## config.mk

```make
export PLATFORM = sky130hd
export DESIGN_NAME = hsk_top
export DESIGN_NICKNAME = d
export VERILOG_FILES = /design/src/design/hsk_pkg.sv /design/src/design/hsk_port_decode.sv /design/src/design/hsk_packet_ram.sv /design/src/design/hsk_tx_fifo.sv /design/src/design/hsk_rx_port.sv /design/src/design/hsk_i2c_lines.sv /design/src/design/hsk_in_port_mux.sv /design/src/design/hsk_top.sv
export SDC_FILE = /design/constraint.sdc
export NUM_CORES = 2
export LEC_CHECK = 0
export BUFFER_PORTS_ARGS = -buffer_cell sky130_fd_sc_hd__buf_4
export CAP_MARGIN = 20
export CORE_MARGIN = 5
export CORE_UTILIZATION = 50
export DETAILED_ROUTE_END_ITERATION = 8
export PLACE_DENSITY_LB_ADDON = 0.12
export REMOVE_ABC_BUFFERS = 1
export SYNTH_ARGS = -nofsm -noshare
export SYNTH_HDL_FRONTEND = slang
export SYNTH_HIERARCHICAL = 1
export SYNTH_SLANG_ARGS = --single-unit
```

## constraint.sdc

```tcl
create_clock -name wb_clk_i -period 3.1 [get_ports wb_clk_i]
set_clock_uncertainty 0.2 [all_clocks]
set_input_delay 0.155 -clock wb_clk_i [delete_from_list [all_inputs] [get_ports wb_clk_i]]
set_output_delay 0.155 -clock wb_clk_i [all_outputs]
set_load 0.02 [all_outputs]
```

## src/design/hsk_pkg.sv

```systemverilog
package hsk_pkg;

    // port id seen as a register file index
    typedef struct packed {
        logic       is_buffer;
        logic [1:0] pad;
        logic       is_misc;
        logic [3:0] index;
    } hsk_reg_view_t;

    // port id seen as a buffer address, bit 6 picks packet or housekeeping half
    typedef struct packed {
        logic       is_buffer;
        logic       is_hsk;
        logic [5:0] offset;
    } hsk_buf_view_t;

    typedef union packed {
        hsk_reg_view_t reg_view;
        hsk_buf_view_t buf_view;
    } hsk_port_u;

    // port map
    // 0x00-0x07 buffer alias (keeps k-port mapping simple)
    // 0x08-0x0B uart, 0x0C-0x0F i2c and temperature, 0x10 id, 0x11 general control
    localparam logic [7:0] UART_PORT    = 8'h08;
    localparam logic [7:0] CTLSTAT_PORT = 8'h0B;
    localparam logic [7:0] SCL_PORT     = 8'h0D;
    localparam logic [7:0] SDA_PORT     = 8'h0E;
    localparam logic [7:0] TEMP_PORT    = 8'h0E;
    localparam logic [7:0] OURID_PORT   = 8'h10;
    localparam logic [7:0] GENCTL_PORT  = 8'h11;

    // match masks, bits 6 and 5 are never decoded
    localparam logic [7:0] MASK_UARTTX = 8'h9E;
    localparam logic [7:0] MASK_UARTRX = 8'h9D;
    localparam logic [7:0] MASK_SCL    = 8'h9D;
    localparam logic [7:0] MASK_SDA    = 8'h9E;
    localparam logic [7:0] MASK_TEMP   = 8'h9F;
    localparam logic [7:0] MASK_OURID  = 8'h91;

    // line positions in out_port and in the i2c read value
    localparam int unsigned SCL_BIT = 1;
    localparam int unsigned SDA_BIT = 0;

    localparam int unsigned TX_FIFO_DEPTH = 64;
    localparam int unsigned TX_PTR_W      = 6;
    localparam int unsigned BUF_ADDR_W    = 8;

    localparam logic [2:0] ID_BASE = 3'b010;

endpackage

```

## src/design/hsk_port_decode.sv

```systemverilog
`timescale 1ns/10ps
module hsk_port_decode import hsk_pkg::*; (
    input  logic       wb_clk_i,
    input  logic       processor_reset,
    input  logic [7:0] port_id_i,
    input  logic [7:0] out_port_i,
    input  logic       write_strobe_i,
    input  logic       k_write_strobe_i,
    input  logic       read_strobe_i,
    input  logic       bank_i,
    output hsk_port_u  buf_port_o,
    output logic       buf_we_o,
    output logic       buf_bit6_o,
    output logic       tx_push_o,
    output logic       rx_pop_o,
    output logic       temp_latch_o,
    output logic       scl_we_o,
    output logic       sda_we_o,
    output logic       link_reset_o,
    output logic       hsk_sel_o,
    output logic       hsk_enable_t_o,
    output logic       hsk_enable_o
);

    hsk_port_u kport_id;
    logic      any_write;
    logic      ctl_write;
    logic      gc_write;
    logic      win_a;
    logic      win_b;
    logic      hsk_sel;
    logic      link_reset;
    logic      packet_bit6;
    logic      hsk_bit6;

    // masked compare, port constant is masked too so don't-care bits never matter
    function automatic logic port_match(input logic [7:0] id, input logic [7:0] port,
                                        input logic [7:0] mask);
        return (id & mask) == (port & mask);
    endfunction

    // k-writes only carry 4 bits of port
    // low k-ports go to the buffer, high ones to the register file
    assign kport_id = k_write_strobe_i ? {~port_id_i[3], 3'b000, port_id_i[3:0]} : port_id_i;
    assign any_write = write_strobe_i | k_write_strobe_i;

    // write enables
    assign buf_we_o  = any_write & kport_id.buf_view.is_buffer;
    assign tx_push_o = any_write & port_match(kport_id, UART_PORT, MASK_UARTTX);
    assign ctl_write = any_write & port_match(kport_id, CTLSTAT_PORT, MASK_UARTTX);
    assign scl_we_o  = any_write & port_match(kport_id, SCL_PORT, MASK_SCL);
    assign sda_we_o  = any_write & port_match(kport_id, SDA_PORT, MASK_SDA);
    // general control has no k-port alias
    assign gc_write  = write_strobe_i & port_match(port_id_i, GENCTL_PORT, MASK_OURID);

    // read side effects, 0x08/0x0A pop rx and 0x0E grabs the temperature top bits
    assign rx_pop_o     = read_strobe_i & port_match(port_id_i, UART_PORT, MASK_UARTRX);
    assign temp_latch_o = read_strobe_i & port_match(port_id_i, TEMP_PORT, MASK_TEMP);

    // enable pins only driven for the cycle of the control write
    assign hsk_enable_t_o = ~gc_write;
    assign hsk_enable_o   = out_port_i[7];

    // buffer bit 6
    // packet half follows the window of the current bank
    // hsk half writes to the select and reads the other side
    assign packet_bit6 = bank_i ? win_b : win_a;
    assign hsk_bit6    = write_strobe_i ? hsk_sel : ~hsk_sel;
    assign buf_bit6_o  = kport_id.buf_view.is_hsk ? hsk_bit6 : packet_bit6;
    assign buf_port_o  = kport_id;

    always_ff @(posedge wb_clk_i) begin
        if (processor_reset) begin
            win_a      <= 1'b0;
            win_b      <= 1'b0;
            hsk_sel    <= 1'b0;
            // link comes up held
            link_reset <= 1'b1;
        end else begin
            if (ctl_write) begin
                link_reset <= out_port_i[7];
                // each bank tracks its own window
                if (bank_i) begin
                    win_b <= out_port_i[1];
                end else begin
                    win_a <= out_port_i[1];
                end
            end
            if (gc_write) begin
                hsk_sel <= out_port_i[0];
            end
        end
    end

    assign link_reset_o = link_reset;
    assign hsk_sel_o    = hsk_sel;

endmodule

```

## src/design/hsk_packet_ram.sv

```systemverilog
`timescale 1ns/10ps
module hsk_packet_ram import hsk_pkg::*; (
    input  logic       wb_clk_i,
    input  hsk_port_u  buf_port_i,
    input  logic       buf_bit6_i,
    input  logic       we_i,
    input  logic [7:0] wdata_i,
    output logic [7:0] rdata_o
);

    // layout of the 256 bytes
    // 0x00-0x3F packet window 0
    // 0x40-0x7F packet window 1
    // 0x80-0xBF hsk half 0
    // 0xC0-0xFF hsk half 1
    localparam int unsigned RAM_DEPTH = 2 ** BUF_ADDR_W;

    logic [7:0]            mem [RAM_DEPTH];
    logic [BUF_ADDR_W-1:0] addr;
    logic [7:0]            rdata_q;

    // bit 7 of the port only says "buffer" so it drops out here
    // port bit 6 moves up to pick packet vs hsk region
    // and the decoded window/select fills the freed bit 6
    assign addr = {buf_port_i.buf_view.is_hsk,
                   buf_bit6_i,
                   buf_port_i.buf_view.offset};

    // write port
    always_ff @(posedge wb_clk_i) begin
        if (we_i) begin
            mem[addr] <= wdata_i;
        end
    end

    // read port runs every cycle whatever the port,
    // the read mux decides later whether the byte is wanted
    // read-first on a collision, old byte comes out
    always_ff @(posedge wb_clk_i) begin
        rdata_q <= mem[addr];
    end

    assign rdata_o = rdata_q;

endmodule

```

## src/design/hsk_tx_fifo.sv

```systemverilog
`timescale 1ns/10ps
module hsk_tx_fifo import hsk_pkg::*; (
    input  logic       wb_clk_i,
    input  logic       processor_reset,
    input  logic       push_i,
    input  logic [7:0] din_i,
    output logic [7:0] tx_data_o,
    output logic       tx_valid_o,
    input  logic       tx_ready_i
);

    logic [7:0]          mem [TX_FIFO_DEPTH];
    logic [TX_PTR_W-1:0] wr_ptr;
    logic [TX_PTR_W-1:0] rd_ptr;
    logic [TX_PTR_W:0]   count;
    logic                full;
    logic                do_push;
    logic                do_pop;

    // count tops out at exactly the depth, so the msb alone flags full
    assign full    = count[TX_PTR_W];
    assign do_push = push_i & ~full;
    assign do_pop  = tx_valid_o & tx_ready_i;

    // fall-through, head byte shows as soon as it is written
    assign tx_valid_o = (count != '0);
    assign tx_data_o  = mem[rd_ptr];

    always_ff @(posedge wb_clk_i) begin
        if (do_push) begin
            mem[wr_ptr] <= din_i;
        end
    end

    // pointers wrap naturally at the depth
    always_ff @(posedge wb_clk_i) begin
        if (processor_reset) begin
            wr_ptr <= '0;
            rd_ptr <= '0;
            count  <= '0;
        end else begin
            if (do_push) begin
                wr_ptr <= wr_ptr + 1'b1;
            end
            if (do_pop) begin
                rd_ptr <= rd_ptr + 1'b1;
            end
            case ({do_push, do_pop})
                2'b10:   count <= count + 1'b1;
                2'b01:   count <= count - 1'b1;
                default: count <= count;
            endcase
        end
    end

endmodule

```

## src/design/hsk_rx_port.sv

```systemverilog
`timescale 1ns/10ps
module hsk_rx_port (
    input  logic       wb_clk_i,
    input  logic       processor_reset,
    input  logic [7:0] rx_data_i,
    input  logic       rx_valid_i,
    input  logic       rx_last_i,
    input  logic       rx_error_i,
    output logic       rx_ready_o,
    input  logic       pop_i,
    output logic [7:0] rx_byte_o,
    output logic [7:0] status_o,
    output logic       interrupt_o
);

    logic       full;
    logic [7:0] held_byte;
    logic       held_last;
    logic       held_error;
    logic       last_flag;
    logic       error_flag;

    assign rx_ready_o  = ~full;
    // processor gets interrupted for as long as a byte waits
    assign interrupt_o = full;
    assign rx_byte_o   = held_byte;
    assign status_o    = {6'b000000, last_flag, error_flag};

    // byte and its tags
    always_ff @(posedge wb_clk_i) begin
        if (rx_valid_i && rx_ready_o) begin
            held_byte  <= rx_data_i;
            held_last  <= rx_last_i;
            held_error <= rx_error_i;
        end
    end

    // status only moves on pop, so it describes the byte just read
    always_ff @(posedge wb_clk_i) begin
        if (processor_reset) begin
            full       <= 1'b0;
            last_flag  <= 1'b0;
            error_flag <= 1'b0;
        end else if (rx_valid_i && !full) begin
            full <= 1'b1;
        end else if (pop_i && full) begin
            full       <= 1'b0;
            last_flag  <= held_last;
            error_flag <= held_error;
        end
    end

endmodule

```

## src/design/hsk_i2c_lines.sv

```systemverilog
`timescale 1ns/10ps
module hsk_i2c_lines import hsk_pkg::*; (
    input  logic       wb_clk_i,
    input  logic       processor_reset,
    input  logic       scl_we_i,
    input  logic       sda_we_i,
    input  logic [7:0] out_port_i,
    output logic       scl_oe_o,
    output logic       sda_oe_o
);

    // open drain, lines are only ever pulled low
    // out_port bit high means release, so the enable is its inverse
    always_ff @(posedge wb_clk_i) begin
        if (processor_reset) begin
            // let go of the bus while the processor is held
            scl_oe_o <= 1'b0;
            sda_oe_o <= 1'b0;
        end else begin
            if (scl_we_i) begin
                scl_oe_o <= ~out_port_i[SCL_BIT];
            end
            // 0x0F hits both lines at once
            if (sda_we_i) begin
                sda_oe_o <= ~out_port_i[SDA_BIT];
            end
        end
    end

endmodule

```

## src/design/hsk_in_port_mux.sv

```systemverilog
`timescale 1ns/10ps
module hsk_in_port_mux import hsk_pkg::*; (
    input  logic        wb_clk_i,
    input  logic        processor_reset,
    input  hsk_port_u   port_id_i,
    input  logic [7:0]  buf_data_i,
    input  logic [7:0]  rx_byte_i,
    input  logic [7:0]  rx_status_i,
    input  logic        scl_i,
    input  logic        sda_i,
    input  logic [11:0] temp_i,
    input  logic        temp_latch_i,
    input  logic [1:0]  conf_i,
    input  logic        hsk_enable_i,
    input  logic        hsk_sel_i,
    output logic [7:0]  in_port_o
);

    logic [3:0] temp_high;
    logic [7:0] i2c_val;
    logic [7:0] our_id;
    logic [7:0] gen_ctl;
    logic [7:0] misc_val;
    logic [7:0] reg_val;
    logic [7:0] reg_q;
    logic       buf_sel;
    logic       buf_sel_q;

    // top nibble frozen at the low byte read so 14 then 15 is one sample
    always_ff @(posedge wb_clk_i) begin
        if (temp_latch_i) begin
            temp_high <= temp_i[11:8];
        end
    end

    always_comb begin
        i2c_val          = 8'h00;
        i2c_val[SCL_BIT] = scl_i;
        i2c_val[SDA_BIT] = sda_i;
    end

    // id is 0x40 + conf*8
    assign our_id   = {ID_BASE, conf_i, 3'b000};
    assign gen_ctl  = {hsk_enable_i, 6'b000000, hsk_sel_i};
    assign misc_val = (port_id_i.reg_view.index[0] == OURID_PORT[0]) ? our_id : gen_ctl;

    // 0-7 alias the buffer like bit 7 does
    always_comb begin
        buf_sel = 1'b0;
        reg_val = 8'h00;
        if (port_id_i.reg_view.is_buffer) begin
            buf_sel = 1'b1;
        end else if (port_id_i.reg_view.is_misc) begin
            reg_val = misc_val;
        end else begin
            case (port_id_i.reg_view.index)
                4'h8, 4'hA: reg_val = rx_byte_i;
                4'h9, 4'hB: reg_val = rx_status_i;
                4'hC, 4'hD: reg_val = i2c_val;
                4'hE:       reg_val = temp_i[7:0];
                4'hF:       reg_val = {4'h0, temp_high};
                default:    buf_sel = 1'b1;
            endcase
        end
    end

    // buffer byte is already registered inside the ram,
    // so only the choice is registered here and both line up on the same edge
    always_ff @(posedge wb_clk_i) begin
        if (processor_reset) begin
            reg_q     <= 8'h00;
            buf_sel_q <= 1'b0;
        end else begin
            reg_q     <= reg_val;
            buf_sel_q <= buf_sel;
        end
    end

    assign in_port_o = buf_sel_q ? buf_data_i : reg_q;

endmodule

```

## src/design/hsk_top.sv

```systemverilog
`timescale 1ns/10ps
module hsk_top import hsk_pkg::*; (
    input  logic        wb_clk_i,
    input  logic        processor_reset,
    // processor port bus
    input  logic [7:0]  port_id_i,
    input  logic [7:0]  out_port_i,
    input  logic        write_strobe_i,
    input  logic        k_write_strobe_i,
    input  logic        read_strobe_i,
    input  logic        bank_i,
    output logic [7:0]  in_port_o,
    output logic        interrupt_o,
    // decoded serial receive stream
    input  logic [7:0]  rx_data_i,
    input  logic        rx_valid_i,
    input  logic        rx_last_i,
    input  logic        rx_error_i,
    output logic        rx_ready_o,
    // transmit stream toward the serializer
    output logic [7:0]  tx_data_o,
    output logic        tx_valid_o,
    input  logic        tx_ready_i,
    // board side
    input  logic [11:0] temp_i,
    input  logic [1:0]  conf_i,
    input  logic        hsk_enable_i,
    output logic        hsk_enable_t_o,
    output logic        hsk_enable_o,
    output logic        link_reset_o,
    input  logic        scl_i,
    input  logic        sda_i,
    output logic        scl_oe_o,
    output logic        sda_oe_o
);

    hsk_port_u  buf_port;
    logic       buf_we;
    logic       buf_bit6;
    logic       tx_push;
    logic       rx_pop;
    logic       temp_latch;
    logic       scl_we;
    logic       sda_we;
    logic       hsk_sel;
    logic [7:0] buf_data;
    logic [7:0] rx_byte;
    logic [7:0] rx_status;

    hsk_port_decode u_decode (
        .wb_clk_i(wb_clk_i), .processor_reset(processor_reset),
        .port_id_i(port_id_i), .out_port_i(out_port_i),
        .write_strobe_i(write_strobe_i), .k_write_strobe_i(k_write_strobe_i),
        .read_strobe_i(read_strobe_i), .bank_i(bank_i),
        .buf_port_o(buf_port), .buf_we_o(buf_we), .buf_bit6_o(buf_bit6),
        .tx_push_o(tx_push), .rx_pop_o(rx_pop), .temp_latch_o(temp_latch),
        .scl_we_o(scl_we), .sda_we_o(sda_we), .link_reset_o(link_reset_o),
        .hsk_sel_o(hsk_sel), .hsk_enable_t_o(hsk_enable_t_o), .hsk_enable_o(hsk_enable_o)
    );

    hsk_packet_ram u_ram (
        .wb_clk_i(wb_clk_i), .buf_port_i(buf_port), .buf_bit6_i(buf_bit6),
        .we_i(buf_we), .wdata_i(out_port_i), .rdata_o(buf_data)
    );

    hsk_tx_fifo u_tx_fifo (
        .wb_clk_i(wb_clk_i), .processor_reset(processor_reset),
        .push_i(tx_push), .din_i(out_port_i),
        .tx_data_o(tx_data_o), .tx_valid_o(tx_valid_o), .tx_ready_i(tx_ready_i)
    );

    hsk_rx_port u_rx_port (
        .wb_clk_i(wb_clk_i), .processor_reset(processor_reset),
        .rx_data_i(rx_data_i), .rx_valid_i(rx_valid_i), .rx_last_i(rx_last_i),
        .rx_error_i(rx_error_i), .rx_ready_o(rx_ready_o), .pop_i(rx_pop),
        .rx_byte_o(rx_byte), .status_o(rx_status), .interrupt_o(interrupt_o)
    );

    hsk_i2c_lines u_i2c (
        .wb_clk_i(wb_clk_i), .processor_reset(processor_reset),
        .scl_we_i(scl_we), .sda_we_i(sda_we), .out_port_i(out_port_i),
        .scl_oe_o(scl_oe_o), .sda_oe_o(sda_oe_o)
    );

    // reads use the raw port id, k-port mapping is write-only
    hsk_in_port_mux u_in_mux (
        .wb_clk_i(wb_clk_i), .processor_reset(processor_reset),
        .port_id_i(port_id_i), .buf_data_i(buf_data), .rx_byte_i(rx_byte),
        .rx_status_i(rx_status), .scl_i(scl_i), .sda_i(sda_i),
        .temp_i(temp_i), .temp_latch_i(temp_latch), .conf_i(conf_i),
        .hsk_enable_i(hsk_enable_i), .hsk_sel_i(hsk_sel), .in_port_o(in_port_o)
    );

endmodule

```

==> results.json <==
{
  "firstDrtPassIters": 6,
  "grt_pass1_wl_mm": 371,
  "area_growth_pct": 18.6,
  "setup_tns_ns": -3.57,
  "syn_area_per_cell_um2": 21.3,
  "cellPowerDensity_mw_per_mm2": 630,
  "slew_headroom_pct": 29.1,
  "h-tree-depth": 5,
  "core_area_mm2": 0.202,
  "mappedNetlistArea_mm2": 0.101,
  "yosys_warnings": 6,
  "finalCritPeriodShare_pct": 115,
  "dp_cells": 7887,
  "hp-class": "primary input to flop",
  "clk-insertion-delay-late_ns": 0.90,
  "synth_top_cell_by_area": "edfxtp_1",
  "io_buffers": 74,
  "setup_slack_ns": -0.480,
  "gp_congestion": 0.823,
  "fin_area_mm2": 0.120,
  "hold_slack_ns": 0.0656,
  "syn_inst": 4763,
  "detailed_place_hpwl_mm": 159,
  "place_area_mm2": 0.110,
  "layout.nets": 5683,
  "start_util_pct": 50.2,
  "fp-row-count": 165,
  "p_total_mw": 75.8,
  "worstPathRequired_ns": 2.74,
  "synthArstFlopShare_pct": 0,
  "swShare_pct": 21.3,
  "max_freq_ghz": 0.279,
  "drc": 0,
  "yosysUniqueCellTypes": 66,
  "cts.sinks": 2625,
  "viasPerCell": 6.06,
  "worstPathArrival_ns": 3.23,
  "drt-total-wl_mm": 255,
  "hp-start": "out_port_i[6]",
  "r2r-end": "u_tx_fifo/count[4]",
  "drt_iter0_drc": 5655,
  "reg2reg_slack_ns": 0.04,
  "final_cells": 8497,
  "synth_top_area_share_pct": 76.2,
  "end_kind": "primary output",
  "hold_path_depth": 2,
  "cp_max_fo": 6,
  "yosys_register_bits": 2625,
  "post-route-min-period_ns": 3.58,
  "r2r_cells": 10,
  "synth_most_common_cell": "edfxtp_1",
  "ys_seq_area_share_pct": 77.2,
  "slew_violations": 0,
  "gr-usage-all-layers_pct": 24.2,
  "worstMarginPinSlew_ns": 1.06,
  "cts_root_buffer": "clkbuf_16",
  "grt_pass1_vias": 52800,
  "cts.clk_slew.worst_paths_ns": 0.06,
  "layout-drive-gt1-share_pct": 32.0,
  "drtAntennaViolNets": 0,
  "avgRoutedWirePerCell_um": 30.0,
  "cts_buffers": 286,
  "status": "complete, but fails checks",
  "synth_edf_count": 2574,
  "overflow": 0,
  "synth_flop_cell": "edfxtp_1",
  "die-height_um": 460,
  "cts.path.max_buffers": 4,
  "power.leakage_nw": 38.4,
  "grt_max_degree": 118,
  "path_class": "flop to primary output",
  "vias": 51500,
  "peakVddDrop_mv": 0.561,
  "p_clk_share_pct": 41.3,
  "switchingPower_mw": 16.1,
  "combPwrFrac_pct": 7.0,
  "internal_power_mw": 59.7,
  "synthTopCellsByArea": "edfxtp_1, mux4_2, a22oi_1",
  "ios": 75,
  "start_kind": "flop",
  "r2r-start": "u_tx_fifo/count[2]",
  "antenna_found_initial": 12,
  "die_w_um": 460,
  "final_hold_viol_count": 0,
  "die-area_mm2": 0.212,
  "violations": "setup timing",
  "p_seq_share_pct": 51.7,
  "postLayoutCoreUtil_pct": 59.6,
  "finalSetupViolCount": 8,
  "max-cap-violations": 0,
  "hold_path_end": "u_ram/mem[215][6]",
  "preCtsSetupSlack_ns": -0.218,
  "synthTopCellsByCount": "edfxtp_1, mux4_2, nor2_1",
  "rsz0062_at_grt": "true",
  "cts_tree": "built"
}
metal layers:
layer  wire (µm)  GRT usage, %  up-vias
met5          61             0        -
met4        7670          7.73        8
met3       17700          4.28      394
met2      124000          38.5     1869
met1      106000          34.7    27500
li1            -             -    21700
power by group through the flow:
| stage | logic [mW] | registers [mW] | clock network [mW] |
|---|---|---|---|
| after floorplan | 2.11 | 40.0 | 0 |
| after global placement | 4.82 | 40.0 | 0 |
| after CTS | 5.32 | 39.2 | 32.0 |
| after detailed placement | 4.86 | 40.0 | 0 |
| after global routing | 5.66 | 39.2 | 33.5 |
| final | 5.31 | 39.2 | 31.3 |
cell families after synthesis:
group / synth area share (%)
multiplexers: 15.0
XOR/XNOR: 0.130
other: 0.00370
buffers and inverters: 1.58
adder cells (fa/ha/maj): 0.0617
AND/OR/NAND/NOR: 2.49
flip-flops: 77.2
AO/OA/AOI/OAI: 3.52
critical path, cell delays in order, from the launching register on:
cell and delay, ns:
dfxtp_4 0.42, buf_16 0.14, buf_12 0.13, mux4_2 0.53
mux2i_2 0.20, o211ai_1 0.26, a221o_1 0.45, buf_6 0.16
how the worst max path moves through the flow:
stage / from / endpoint / slack (ns)
floorplan: port_id_i[3] / u_ram/mem[132][0] / -4.11
global placement: port_id_i[4] / u_tx_fifo/count[4] / -0.26
detailed placement: port_id_i[4] / u_tx_fifo/count[4] / -0.22
CTS: flop / tx_data_o[2] / -0.61
global route: flop / tx_data_o[7] / -0.55
finish: flop / tx_data_o[2] / -0.48
layout by cell type (no fill, tap or decap), types with 33 or more instances in the layout:
| cell type | netlist | routed |
|---|---|---|
| edfxtp_1 | 2574 | 2574 |
| buf_4 | 39 | 673 |
| mux4_2 | 617 | 622 |
| nor2_1 | 342 | 337 |
| clkbuf_16 | 0 | 291 |
| a22oi_1 | 275 | 273 |
| a21oi_1 | 149 | 142 |
| buf_12 | 0 | 91 |
| dlygate4sd3_1 | 0 | 90 |
| clkbuf_1 | 162 | 80 |
| nand2_1 | 58 | 58 |
| mux2i_1 | 72 | 56 |
| clkinv_1 | 0 | 48 |
| dfxtp_1 | 51 | 47 |
| nor3_1 | 36 | 33 |
timing repair:
action                      CTS  global route
cloned                        6             0
setup endpoints to repair     9            12
hold buffers                 90             0
gates resized for setup      62            23
pin swaps                    13            10
hold endpoints to repair   2638             0
setup buffers                29             0
registers in the layout, summed over array words and instances (netlist names), 4 cells and up, named ones only:
signal               flops
u_ram/rdata_o            8
u_rx_port/rx_byte_o      8
u_tx_fifo/mem          512
u_tx_fifo/rd_ptr         6
u_tx_fifo/count          7
u_ram/mem             2048
u_in_mux/temp_high       4
u_in_mux/reg_q           8
u_tx_fifo/wr_ptr         6
area by class of cell:
class	instances	area, µm²
Sequential cell	2625	78300
Fill cell	14500	81700
Multi-Input combinational cell	1829	21800
Tap cell	2672	3340
Clock inverter	98	769
Timing Repair Buffer	879	8230
Antenna cell	11	27.5
Inverter	6	22.5
Clock buffer	377	7660
No activity file was read; power rests on OpenSTA's default activity.
